$ cat config.mk
export PLATFORM = sky130hd
export DESIGN_NAME = mem_stage_flat
export DESIGN_NICKNAME = d
export VERILOG_FILES = /design/src/design/mem_pkg.sv /design/src/design/dmem_if.sv /design/src/design/load_align.sv /design/src/design/store_align.sv /design/src/design/mem_stage.sv /design/src/flat_wrapper.sv
export SDC_FILE = /design/constraint.sdc
export NUM_CORES = 1
export LEC_CHECK = 0
export BUFFER_PORTS_ARGS = -buffer_cell sky130_fd_sc_hd__buf_2
export CORE_MARGIN = 1.5
export CORE_UTILIZATION = 45
export DETAILED_ROUTE_END_ITERATION = 10
export PLACE_DENSITY = 0.77
export SETUP_SLACK_MARGIN = 0.5
export SLEW_MARGIN = 30
export SYNTH_ARGS = -nofsm -noshare
export SYNTH_HDL_FRONTEND = slang
export SYNTH_SLANG_ARGS = --single-unit
$ cat constraint.sdc
create_clock -name clk -period 5.7 [get_ports clk]
set_input_delay 1.425 -clock clk [delete_from_list [all_inputs] [get_ports clk]]
set_output_delay 1.425 -clock clk [all_outputs]
set_load 0.05 [all_outputs]
$ cat src/design/mem_pkg.sv
package mem_pkg;

    localparam int xlen         = 32;
    localparam int xbytes       = xlen / 8;                  // byte lanes per word
    localparam int dmem_words   = 256;
    localparam int dmem_aw      = $clog2(dmem_words);        // word index bits
    localparam int dmem_latency = 2;                         // read request to rvalid

    // instruction class seen by the memory stage
    typedef enum logic [1:0] {
        mem_none  = 2'd0,                                    // alu result only
        mem_load  = 2'd1,
        mem_store = 2'd2
    } mem_kind_e;

    // funct3 encoding of loads and stores
    typedef enum logic [2:0] {
        width_b  = 3'b000,
        width_h  = 3'b001,
        width_w  = 3'b010,
        width_bu = 3'b100,
        width_hu = 3'b101
    } mem_width_e;

endpackage

$ cat src/design/dmem_if.sv
interface dmem_if
    import mem_pkg::*;
();

    logic              req_ren;                              // one-cycle pulse
    logic              req_wen;                              // one-cycle pulse
    logic [xlen-1:0]   req_addr;
    logic [xlen-1:0]   req_wdata;
    logic [xbytes-1:0] req_wstrb;
    logic [xlen-1:0]   rsp_rdata;
    logic              rsp_rvalid;

    modport requester (
        output req_ren, req_wen, req_addr, req_wdata, req_wstrb,
        input  rsp_rdata, rsp_rvalid
    );

    modport responder (
        input  req_ren, req_wen, req_addr, req_wdata, req_wstrb,
        output rsp_rdata, rsp_rvalid
    );

endinterface

$ cat src/design/load_align.sv
module load_align
    import mem_pkg::*;
(
    input  logic [xlen-1:0] word,
    input  logic [1:0]      offset,
    input  mem_width_e      width,
    output logic [xlen-1:0] data
);

    logic [7:0]  byte_sel;
    logic [15:0] half_sel;

    assign byte_sel = word[{offset, 3'b000} +: 8];
    assign half_sel = offset[1] ? word[31:16] : word[15:0];   // aligned halves only

    always_comb begin
        case (width)
            width_b:  data = {{(xlen-8){byte_sel[7]}}, byte_sel};
            width_h:  data = {{(xlen-16){half_sel[15]}}, half_sel};
            width_bu: data = {{(xlen-8){1'b0}}, byte_sel};
            width_hu: data = {{(xlen-16){1'b0}}, half_sel};
            width_w:  data = word;
            default:  data = word;
        endcase
    end

endmodule

$ cat src/design/store_align.sv
module store_align
    import mem_pkg::*;
(
    input  logic [xlen-1:0]   data,
    input  logic [1:0]        offset,
    input  mem_width_e        width,
    output logic [xlen-1:0]   wdata,
    output logic [xbytes-1:0] wstrb
);

    always_comb begin
        case (width)
            width_b: begin
                wdata = {xbytes{data[7:0]}};                 // every lane, strobe picks one
                wstrb = 4'b0001 << offset;
            end
            width_h: begin
                wdata = {2{data[15:0]}};
                wstrb = offset[1] ? 4'b1100 : 4'b0011;
            end
            width_w: begin
                wdata = data;
                wstrb = 4'b1111;
            end
            default: begin
                wdata = data;
                wstrb = 4'b0000;                             // unsigned widths never store
            end
        endcase
    end

endmodule

$ cat src/design/mem_stage.sv
module mem_stage
    import mem_pkg::*;
(
    input  logic             clk,
    input  logic             rst_n,

    input  logic             in_valid,
    output logic             in_ready,
    input  mem_kind_e        in_kind,
    input  mem_width_e       in_width,
    input  logic [xlen-1:0]  in_alu_result,
    input  logic [xlen-1:0]  in_store_data,
    input  logic [xlen-1:0]  in_pc,
    input  logic [4:0]       in_rd,
    input  logic             in_rd_wen,

    output logic             out_valid,
    input  logic             out_ready,
    output logic [xlen-1:0]  out_pc,
    output logic [4:0]       out_rd,
    output logic             out_rd_wen,
    output logic [xlen-1:0]  out_wb_data,

    dmem_if.requester        dmem
);

    typedef enum logic [1:0] {
        st_idle,
        st_issue,
        st_wait_read,
        st_hold
    } state_e;

    state_e          state;
    mem_kind_e       kind_q;
    mem_width_e      width_q;
    logic [xlen-1:0] addr_q;
    logic [xlen-1:0] store_q;
    logic [xlen-1:0] pc_q;
    logic [4:0]      rd_q;
    logic            rd_wen_q;
    logic [xlen-1:0] wb_q;
    logic [xlen-1:0] load_data;
    logic            accept;
    logic            load_done;

    assign in_ready  = (state == st_idle);                   // empty stage only
    assign out_valid = (state == st_hold);
    assign accept    = in_valid && in_ready;
    assign load_done = (state == st_wait_read) && dmem.rsp_rvalid;

    always_ff @(posedge clk) begin
        if (!rst_n) begin
            state <= st_idle;
        end else begin
            case (state)
                st_idle:      if (accept) state <= st_issue;
                st_issue:     state <= (kind_q == mem_load) ? st_wait_read : st_hold;
                st_wait_read: if (dmem.rsp_rvalid) state <= st_hold;
                st_hold:      if (out_ready) state <= st_idle;
                default:      state <= st_idle;
            endcase
        end
    end

    // capture register, payload only
    always_ff @(posedge clk) begin
        if (accept) begin
            kind_q   <= in_kind;
            width_q  <= in_width;
            addr_q   <= in_alu_result;
            store_q  <= in_store_data;
            pc_q     <= in_pc;
            rd_q     <= in_rd;
            rd_wen_q <= in_rd_wen;
        end
    end

    // writeback value: alu result unless a load replaces it
    always_ff @(posedge clk) begin
        if (accept) begin
            wb_q <= in_alu_result;
        end else if (load_done) begin
            wb_q <= load_data;
        end
    end

    assign dmem.req_ren  = (state == st_issue) && (kind_q == mem_load);
    assign dmem.req_wen  = (state == st_issue) && (kind_q == mem_store);
    assign dmem.req_addr = addr_q;

    store_align u_store_align (
        .data   (store_q),
        .offset (addr_q[1:0]),
        .width  (width_q),
        .wdata  (dmem.req_wdata),
        .wstrb  (dmem.req_wstrb)
    );

    load_align u_load_align (
        .word   (dmem.rsp_rdata),
        .offset (addr_q[1:0]),
        .width  (width_q),
        .data   (load_data)
    );

    assign out_pc      = pc_q;
    assign out_rd      = rd_q;
    assign out_rd_wen  = rd_wen_q;
    assign out_wb_data = wb_q;

endmodule

$ cat src/flat_wrapper.sv
// flat-port wrapper written by rule: the top's interface ports become plain ports
module mem_stage_flat import mem_pkg::*;
  (clk, rst_n, in_valid, in_ready, in_kind, in_width, in_alu_result, in_store_data, in_pc, in_rd, in_rd_wen, out_valid, out_ready, out_pc, out_rd, out_rd_wen, out_wb_data, dmem_req_ren, dmem_req_wen, dmem_req_addr, dmem_req_wdata, dmem_req_wstrb, dmem_rsp_rdata, dmem_rsp_rvalid);
  dmem_if dmem_i ();
  input  logic clk;
  input  logic rst_n;
  input  logic in_valid;
  output logic in_ready;
  input  mem_kind_e in_kind;
  input  mem_width_e in_width;
  input  logic [xlen-1:0] in_alu_result;
  input  logic [xlen-1:0] in_store_data;
  input  logic [xlen-1:0] in_pc;
  input  logic [4:0] in_rd;
  input  logic in_rd_wen;
  output logic out_valid;
  input  logic out_ready;
  output logic [xlen-1:0] out_pc;
  output logic [4:0] out_rd;
  output logic out_rd_wen;
  output logic [xlen-1:0] out_wb_data;
  output wire logic [$bits(dmem_i.req_ren)-1:0] dmem_req_ren;
  output wire logic [$bits(dmem_i.req_wen)-1:0] dmem_req_wen;
  output wire logic [$bits(dmem_i.req_addr)-1:0] dmem_req_addr;
  output wire logic [$bits(dmem_i.req_wdata)-1:0] dmem_req_wdata;
  output wire logic [$bits(dmem_i.req_wstrb)-1:0] dmem_req_wstrb;
  input wire logic [$bits(dmem_i.rsp_rdata)-1:0] dmem_rsp_rdata;
  input wire logic [$bits(dmem_i.rsp_rvalid)-1:0] dmem_rsp_rvalid;
  assign dmem_req_ren = dmem_i.req_ren;
  assign dmem_req_wen = dmem_i.req_wen;
  assign dmem_req_addr = dmem_i.req_addr;
  assign dmem_req_wdata = dmem_i.req_wdata;
  assign dmem_req_wstrb = dmem_i.req_wstrb;
  assign dmem_i.rsp_rdata = dmem_rsp_rdata;
  assign dmem_i.rsp_rvalid = dmem_rsp_rvalid;
  mem_stage u_core (.clk(clk), .rst_n(rst_n), .in_valid(in_valid), .in_ready(in_ready), .in_kind(in_kind), .in_width(in_width), .in_alu_result(in_alu_result), .in_store_data(in_store_data), .in_pc(in_pc), .in_rd(in_rd), .in_rd_wen(in_rd_wen), .out_valid(out_valid), .out_ready(out_ready), .out_pc(out_pc), .out_rd(out_rd), .out_rd_wen(out_rd_wen), .out_wb_data(out_wb_data), .dmem(dmem_i));
endmodule
# Word level (Yosys, flattened, before mapping)
# Index checks and enable logic that the tools add are counted.
[word_totals]
register_bits = 141
out_inout_bits = 142
wordCells = 43
[classes]
n_eq_ne = 12
n_shift = 2
muxes = 12
n_reduce_logical = 8
[op_table]
columns = ["op", "count"]
rows = [
  ["$pmux W32 S4", 1],
  ["$mux W32", 2],
  ["$pmux W32 S2", 1],
  ["$shiftx A32 B6 Y8", 1],
  ["$mux W16", 1],
  ["$pmux W4 S3", 1],
  ["$pmux W2 S4", 1],
  ["$eq A2 B2 Y1 const B", 3],
  ["$eq A3 B3 Y1 const B", 2],
  ["$mux W2", 3],
  ["$eq A2 B1 Y1 const B", 2],
  ["$logic_and A1 B1 Y1", 4],
  ["$mux W4", 1],
  ["$ne A2 B2 Y1 const B", 2],
  ["$shl A1 B2 Y4 const A", 1],
  ["$eq A3 B1 Y1 const B", 1],
  ["$eq A3 B2 Y1 const B", 1],
  ["$logic_not A3 Y1", 1],
  ["$reduce_and A3 Y1", 1],
  ["$logic_not A2 Y1", 1],
  ["$ne A2 B1 Y1 const B", 1],
  ["$reduce_bool A2 Y1", 1],
  ["$mux W1", 1],
]

# Depth between registers and ports, before layout
# Gate-level depths: netlist (run 1).
[logic_depth]
ltp_word = 4
depth_mapped = 7
mapped_depth_nobuf = 6

# Hierarchy
# From an unflattened synthesis (run 1), not the netlist that was laid out.
[unflattened]
hier_cells = 389
area_unflattened_um2 = 6199.7
[by_module_without_submodules]
columns = ["module", "instances", "cells_each", "area_each_um2", "seq_area_each_um2"]
rows = [
  ["mem_stage", 1, 205, 4936.0, 4214.0],
  ["load_align", 1, 118, 760.7, 0.0],
  ["store_align", 1, 66, 503.0, 0.0],
]

# Worst setup path before layout (run 1)
# No wires, ideal clock.
[synth_timing]
kind = "register to output"
from = "reg u_core.addr_q[1] (netlist: u_core.dmem.req_addr[1])"
to = "out dmem_req_wstrb[3]"
t_arrival_ns = 1.992
required_ns = 4.275
slack_ns = 2.283
stages_incl_launch_ff = 5
path_buffers = 2
path_cell_list = "edfxtp_1 buf_6 buf_2 o21ai_0 a21oi_1"
[synth_via]
elab_chain_cells = 2
[synth_rtl]
columns = ["item", "line_no", "source"]
rows = [
  ["start, declared", "mem_stage.sv:37", "logic [xlen-1:0] addr_q;"],
  ["start signal, assigned", "mem_stage.sv:71", "addr_q <= in_alu_result;"],
  ["$mux W4 / $shl A1 B2 Y4 (equally long branches)", "store_align.sv:19, store_align.sv:15", ""],
  ["$pmux W4 S3 (*)", "store_align.sv:12", "case (width)"],
  ["end, declared", "flat_wrapper.sv:26", "output wire logic [$bits(dmem_i.req_wstrb)-1:0] dmem_req_wstrb;"],
]
# Mark *: on every way between the ends. The rest lies on a longest branch, timed or not.

# Final worst setup path (run 1)
[layout_timing]
from = "reg u_core.width_q[0]"
to = "out dmem_req_wstrb[0]"
[layout_via]
elab_chain_cells = 2
[layout_rtl]
columns = ["item", "line_no", "source"]
rows = [
  ["start, declared", "mem_stage.sv:36", "mem_width_e width_q;"],
  ["start signal, assigned", "mem_stage.sv:70", "width_q <= in_width;"],
  ["$eq A3 B2 Y1, or another cell as far along", "store_align.sv:12", ""],
  ["$pmux W4 S3 (*)", "store_align.sv:12", ""],
]
# Marked as above.

==> flow_summary.toml, run 1 <==
[outcome]
status = "completed"

[grt]
grt_pass1_wl_mm = 24.0
use_met1_pct = 25.2
grt_usage_pct = 22.2
grt_max_degree = 95
met3_usage_pct = 7.97
grt_busiest_layer = "met2"
antenna_found_initial = 0
grtUsageMet2_pct = 38.4
grt_pass1_vias = 4719
gr-total-overflow = 0

[clocking]
clock_path_buffers = 2
numCtsBuffers = 17
ctsHoldBuffers = 0
insertion_delay_ns = 0.41
cts.sinks = 141
htreeDepth = 4
cts_resized = 0
cts.clk_slew.worst_paths_ns = 0.06
cts_tree = "yes"
cts_setup_buffers = 0
ctsRootBufferMaster = "clkbuf_16"

[worst_setup_path]
path_depth = 5
crit_arrival_ns = 2.51
cp_max_fo = 28
cp.required_ns = 4.28
path_cells = "buf_4 > or2b_1 > a21oi_1 > nor2_1 > buf_2"
rr_worst_depth = 4
crit_path_start_kind = "flop"
crit_type = "reg -> out"
r2r_slack_ns = 3.11
cpLargestDelayFamily = "buffers and inverters"
critical-path-max-stage-delay_ns = 0.67
end_kind = "output port"
slowest_stage = "edfxtp_1"
timing.rr.start = "u_core.width_q[0]"
worst-path-buf-inv = 2
reg2reg_to = "u_core.out_wb_data[31]"

[die]
die_h_um = 121
rows = 42
chipWidth_um = 121
coreArea_um2 = 13300
dieArea_um2 = 14500
start_util_pct = 46.6
ios = 286

[min_path]
hold_path_end = "u_core.state[1]"
worstHoldStart = "u_core.state[1]"
hold_class = "reg -> reg"
hold_depth = 2

[synthesis]
synth_area_um2 = 6210
ys_top_cells_by_area = "edfxtp_1 67%, mux2_2 4.2%, mux2i_1 2.4%"
synth_xor_area_share_pct = 0
synth_top_family_by_area = "simple AND/OR/NAND/NOR gates"
ys_seq_area_share_pct = 67.8
synth_cell_types = 42
syn_area_per_cell_um2 = 14.7
synth_edf_count = 139
yosysWarnings = 0
yosys.area.top_type_share_pct = 67.2
synthCells = 424
yosys.area.top_type = "edfxtp_1"
synth-compound-area-share_pct = 8.90
yosys.area_share.adder_pct = 1.01
ys_ff_latch = 141
muxShareOfSynthArea_pct = 7.25
yosysMostFrequentCell = "edfxtp_1"
async_flop_share_pct = 0
synthesis.nets = 573
synth_ff_type = "edfxtp_1"
synth-simple-area-share_pct = 10.8
synthTopCellsByCount = "139 x edfxtp_1, 32 x nor2_1, 23 x mux2_2, 23 x nor4_1, 19 x a21oi_1"

[power]
total_power_mw = 4.90
p_leak_nw = 3.46
vdd_drop_max_mv = 0.377
p_per_area_nw_per_um2 = 593

[timing]
skew_ns = 0.00413
hold_viol = 0
layout_setup_ws_ns = 1.77
slew_violations = 0
finalSetupViolations = 0
tightest_slew_ns = 0.958
period_minus_slack_ns = 3.93
fin_crit_sh_pct = 69.0
rsz0062_at_grt = "no"
slew_headroom_pct = 35.9
fin_tns_setup_ns = 0
timing.fmax_ghz = 0.254
fin_hold_ws_ns = 0.543

[placement]
dpl.cell_count = 855
gp_congestion = 0.845
post-dp-hpwl_mm = 11.9
dp_slack_ns = 2.22
portBuffers = 285

[cells_and_area]
area_growth_pct = 32.9
multi_input_area_um2 = 1760
fill_cells = 1038
fin_cells = 886
nets = 847
seqCellArea_um2 = 4210
layout-drive-gt1-share_pct = 51.1
n_antenna_cell = 0

[detailed_routing]
first_pass_iters = 4
viasPerCell = 5.33
vias = 4723
wirelength_mm = 16.1
ant_nets = 0
drt-initial-drc-count = 357
remaining_drc_errors = 0
wl_per_cell_um = 18.2

[flow_run]
timing.max_cap.violations = 0
-- power by group --
| group | switching, mW | total (mW) | internal, mW | leakage, nW |
|---|---|---|---|---|
| Sequential | 0.105 | 1.66 | 1.56 | 1.34 |
| Clock | 0.410 | 1.05 | 0.641 | 0.271 |
| Combinational | 1.69 | 2.19 | 0.492 | 1.85 |
-- cells in the final DEF, fill, tap and decap left out, types with 3 or more instances in the layout --
cell type / netlist / layout
mux2i_1: 15 / 15
inv_1: 6 / 6
a41oi_1: 8 / 8
nand2_1: 13 / 13
a21oi_2: 10 / 10
mux2_2: 23 / 23
edfxtp_1: 139 / 139
a21oi_1: 19 / 19
nor2_1: 32 / 31
buf_2: 10 / 285
buf_4: 11 / 6
nor4_1: 23 / 23
a211oi_1: 9 / 9
and3b_1: 9 / 9
nor2b_1: 5 / 4
clkbuf_16: 0 / 17
o22ai_1: 16 / 16
o21ai_0: 3 / 3
clkinvlp_4: 0 / 3
and2_1: 16 / 16
nand2b_1: 8 / 8
ha_1: 5 / 5
a31oi_1: 10 / 10
inv_6: 0 / 4
-- through the flow --
| step | cell area [µm²] | utilization, % |
|---|---|---|
| 2_1_floorplan | 6210 | - |
| 3_3_place_gp | 7680 | 57.5 |
| 3_5_place_dp | 7690 | 57.6 |
| 4_1_cts | 8260 | 61.9 |
| 5_1_grt | 8260 | 61.9 |
| 6_report | 8260 | 61.9 |
-- registers in the layout (all words and copies together) (netlist names) --
| register | cells |
|---|---|
| u_core.width_q | 3 |
| u_core.out_pc | 32 |
| u_core.kind_q | 2 |
| u_core.out_wb_data | 32 |
| u_core.out_rd_wen | 1 |
| u_core.store_q | 32 |
| u_core.dmem.req_addr | 32 |
| u_core.out_rd | 5 |
| u_core.state | 2 |
-- area by class of cell --
| cell class | count | area share, % |
|---|---|---|
| clock buffers | 17 | 5.15 |
| well taps | 176 | 2.67 |
| flip-flops and latches | 141 | 51.0 |
| clock inverters | 14 | 1.74 |
| inverters | 7 | 0.379 |
| repair buffers | 291 | 17.8 |
| multi-input cells | 240 | 21.2 |
-- routing by layer --
layer | wire length (µm) | part of all wire [%]
met5 | 0 | 0
met3 | 1540 | 9.6
met1 | 6050 | 38
met2 | 8250 | 51
met4 | 238 | 1.5
-- logic make-up after synthesis --
kind of cell	count (synthesis)
compound gates	80
flops	141
mux	40
simple gates	115
buf+inv	43
fa+ha+maj	5
-- worst min-delay path, cell delays in order, from the launching register on --
cell,delay [ns]
dfxtp_1,0.35
o31ai_1,0.08
a21oi_1,0.06
-- worst max path at each step --
stage                                  from            endpoint  slack (ns)
finish                    u_core.width_q[0]   dmem_req_wstrb[0]        1.77
global route              u_core.width_q[0]   dmem_req_wstrb[0]        1.58
CTS                       u_core.width_q[0]   dmem_req_wstrb[0]        1.76
detailed placement        u_core.width_q[0]   dmem_req_wstrb[0]        2.22
global placement          u_core.width_q[1]  dmem_req_wdata[21]        2.30
floorplan           u_core.dmem.req_addr[1]   dmem_req_wstrb[3]        2.28
(Power assumes the default switching activity.)
==> run 2: changes to the inputs <==
==> constraint.sdc (replaced) <==
create_clock -name clk -period 4.1 [get_ports clk]
set_input_delay 1.025 -clock clk [delete_from_list [all_inputs] [get_ports clk]]
set_output_delay 1.025 -clock clk [all_outputs]
set_load 0.05 [all_outputs]
==> run 2 against run 1 <==
Against the previous run: first-iteration DRC count shrank 11%; non-clock buffer count rose by 1; critical path type unchanged; via count up 1.0%.
==> flow_summary.toml, run 2 (synthesized netlist as in run 1, its figures left out) <==
[outcome]
status = "completed"

[cells_and_area]
nets = 848
layout-drive-gt1-share_pct = 51.2
most-common-layout-cells = "285 x buf_2, 139 x edfxtp_1, 31 x nor2_1"
final_common_cell = "buf_2"
area_growth_pct = 33.9
n_antenna_cell = 0

[grt]
grt_pass1_wl_mm = 24.1
antenna_found_initial = 0
grt_max_degree = 80
grt_pass1_vias = 4746
grt_usage_pct = 22.3
gr-total-overflow = 0

[die]
rows = 42
ios = 286
coreArea_um2 = 13300
start_util_pct = 46.6
die_h_um = 121
chipWidth_um = 121
dieArea_um2 = 14500

[placement]
gp_congestion = 0.832
portBuffers = 285
post-dp-hpwl_mm = 11.8

[timing]
slew_headroom_pct = 35.8
fin_tns_setup_ns = 0
rsz0062_at_grt = "no"
period_minus_slack_ns = 3.18
fin_hold_ws_ns = 0.550
tightest_slew_ns = 0.959
fin_crit_sh_pct = 77.5
slew_violations = 0
timing.fmax_ghz = 0.315
hold_viol = 0
finalSetupViolations = 0
skew_ns = 0.0141

[clocking]
ctsHoldBuffers = 0
numCtsBuffers = 17
cts_setup_buffers = 0
htreeDepth = 4
cts_resized = 0
cts.sinks = 141
cts_tree = "yes"
insertion_delay_ns = 0.43
cts.clk_slew.worst_paths_ns = 0.06
ctsRootBufferMaster = "clkbuf_16"
clock_path_buffers = 2

[detailed_routing]
first_pass_iters = 5
ant_nets = 0
remaining_drc_errors = 0
wl_per_cell_um = 18.3
vias = 4770
viasPerCell = 5.38
drt-initial-drc-count = 318
wirelength_mm = 16.2

[min_path]
hold_class = "reg -> reg"

[power]
p_per_area_nw_per_um2 = 837
vdd_drop_max_mv = 0.700
p_leak_nw = 3.49
total_power_mw = 6.96

[worst_setup_path]
cp_max_fo = 10
end_kind = "output port"
crit_type = "reg -> out"
cp.required_ns = 3.07
crit_path_start_kind = "flop"
crit_arrival_ns = 2.15

[flow_run]
timing.max_cap.violations = 0
==> run 2: cell types whose count changed in the layout (fill, tap and decap cells not counted), sizes merged <==
cell,delta
clkinv,+1
bufinv,+2
clkinvlp,-2
buf,+1
inv,-1
==> run 2: where the power goes <==
group          leakage (nW)  internal, mW  total, mW  switching (mW)
Clock                 0.299          1.01       1.60           0.590
Sequential             1.34          2.16       2.32           0.159
Combinational          1.86         0.695       3.04            2.34
==> run 2: critical path, stage by stage, from the launching register on <==
cell and delay, ns:
edfxtp_1 0.57, or2b_1 0.61, a21oi_1 0.16, nor2_1 0.11, buf_2 0.27
==> run 2: cell type report <==
cell class / count / area, µm²
repair buffers: 292 / 1490
well taps: 176 / 220
clock buffers: 17 / 425
flip-flops and latches: 141 / 4210
fillers: 1042 / 5020
clock inverters: 14 / 193
inverters: 7 / 28.8
multi-input cells: 240 / 1750
==> run 2: final timing paths <==
check / startpoint / end / slack, ns / cells after the start
worst max-delay path: u_core.dmem.req_addr[0] / dmem_req_wstrb[2] / 0.92 / 4
worst min-delay path: u_core.state[1] / u_core.state[1] / 0.55 / 2
worst max register to register: u_core.dmem.req_addr[1] / u_core.out_wb_data[31] / 1.39 / 4
worst min register to register: u_core.state[1] / u_core.state[1] / 0.55 / 2
==> run 2: per-layer routing <==
metal | routed length [µm] | track usage (%)
met1 | 5940 | 25.5
met2 | 8290 | 38.6
met3 | 1590 | 6.75
met4 | 428 | 10.0
met5 | 0 | 0
==> run 2: metrics by stage <==
step	setup WS (ns)	utilization (%)	instances	cell area, µm²
global route	0.805	62.4	887	8320
floorplan	1.08	-	424	6210
global placement	1.40	57.7	856	7700
finish	0.922	62.4	887	8320
detailed placement	1.35	57.7	856	7700
CTS	0.886	62.4	887	8320
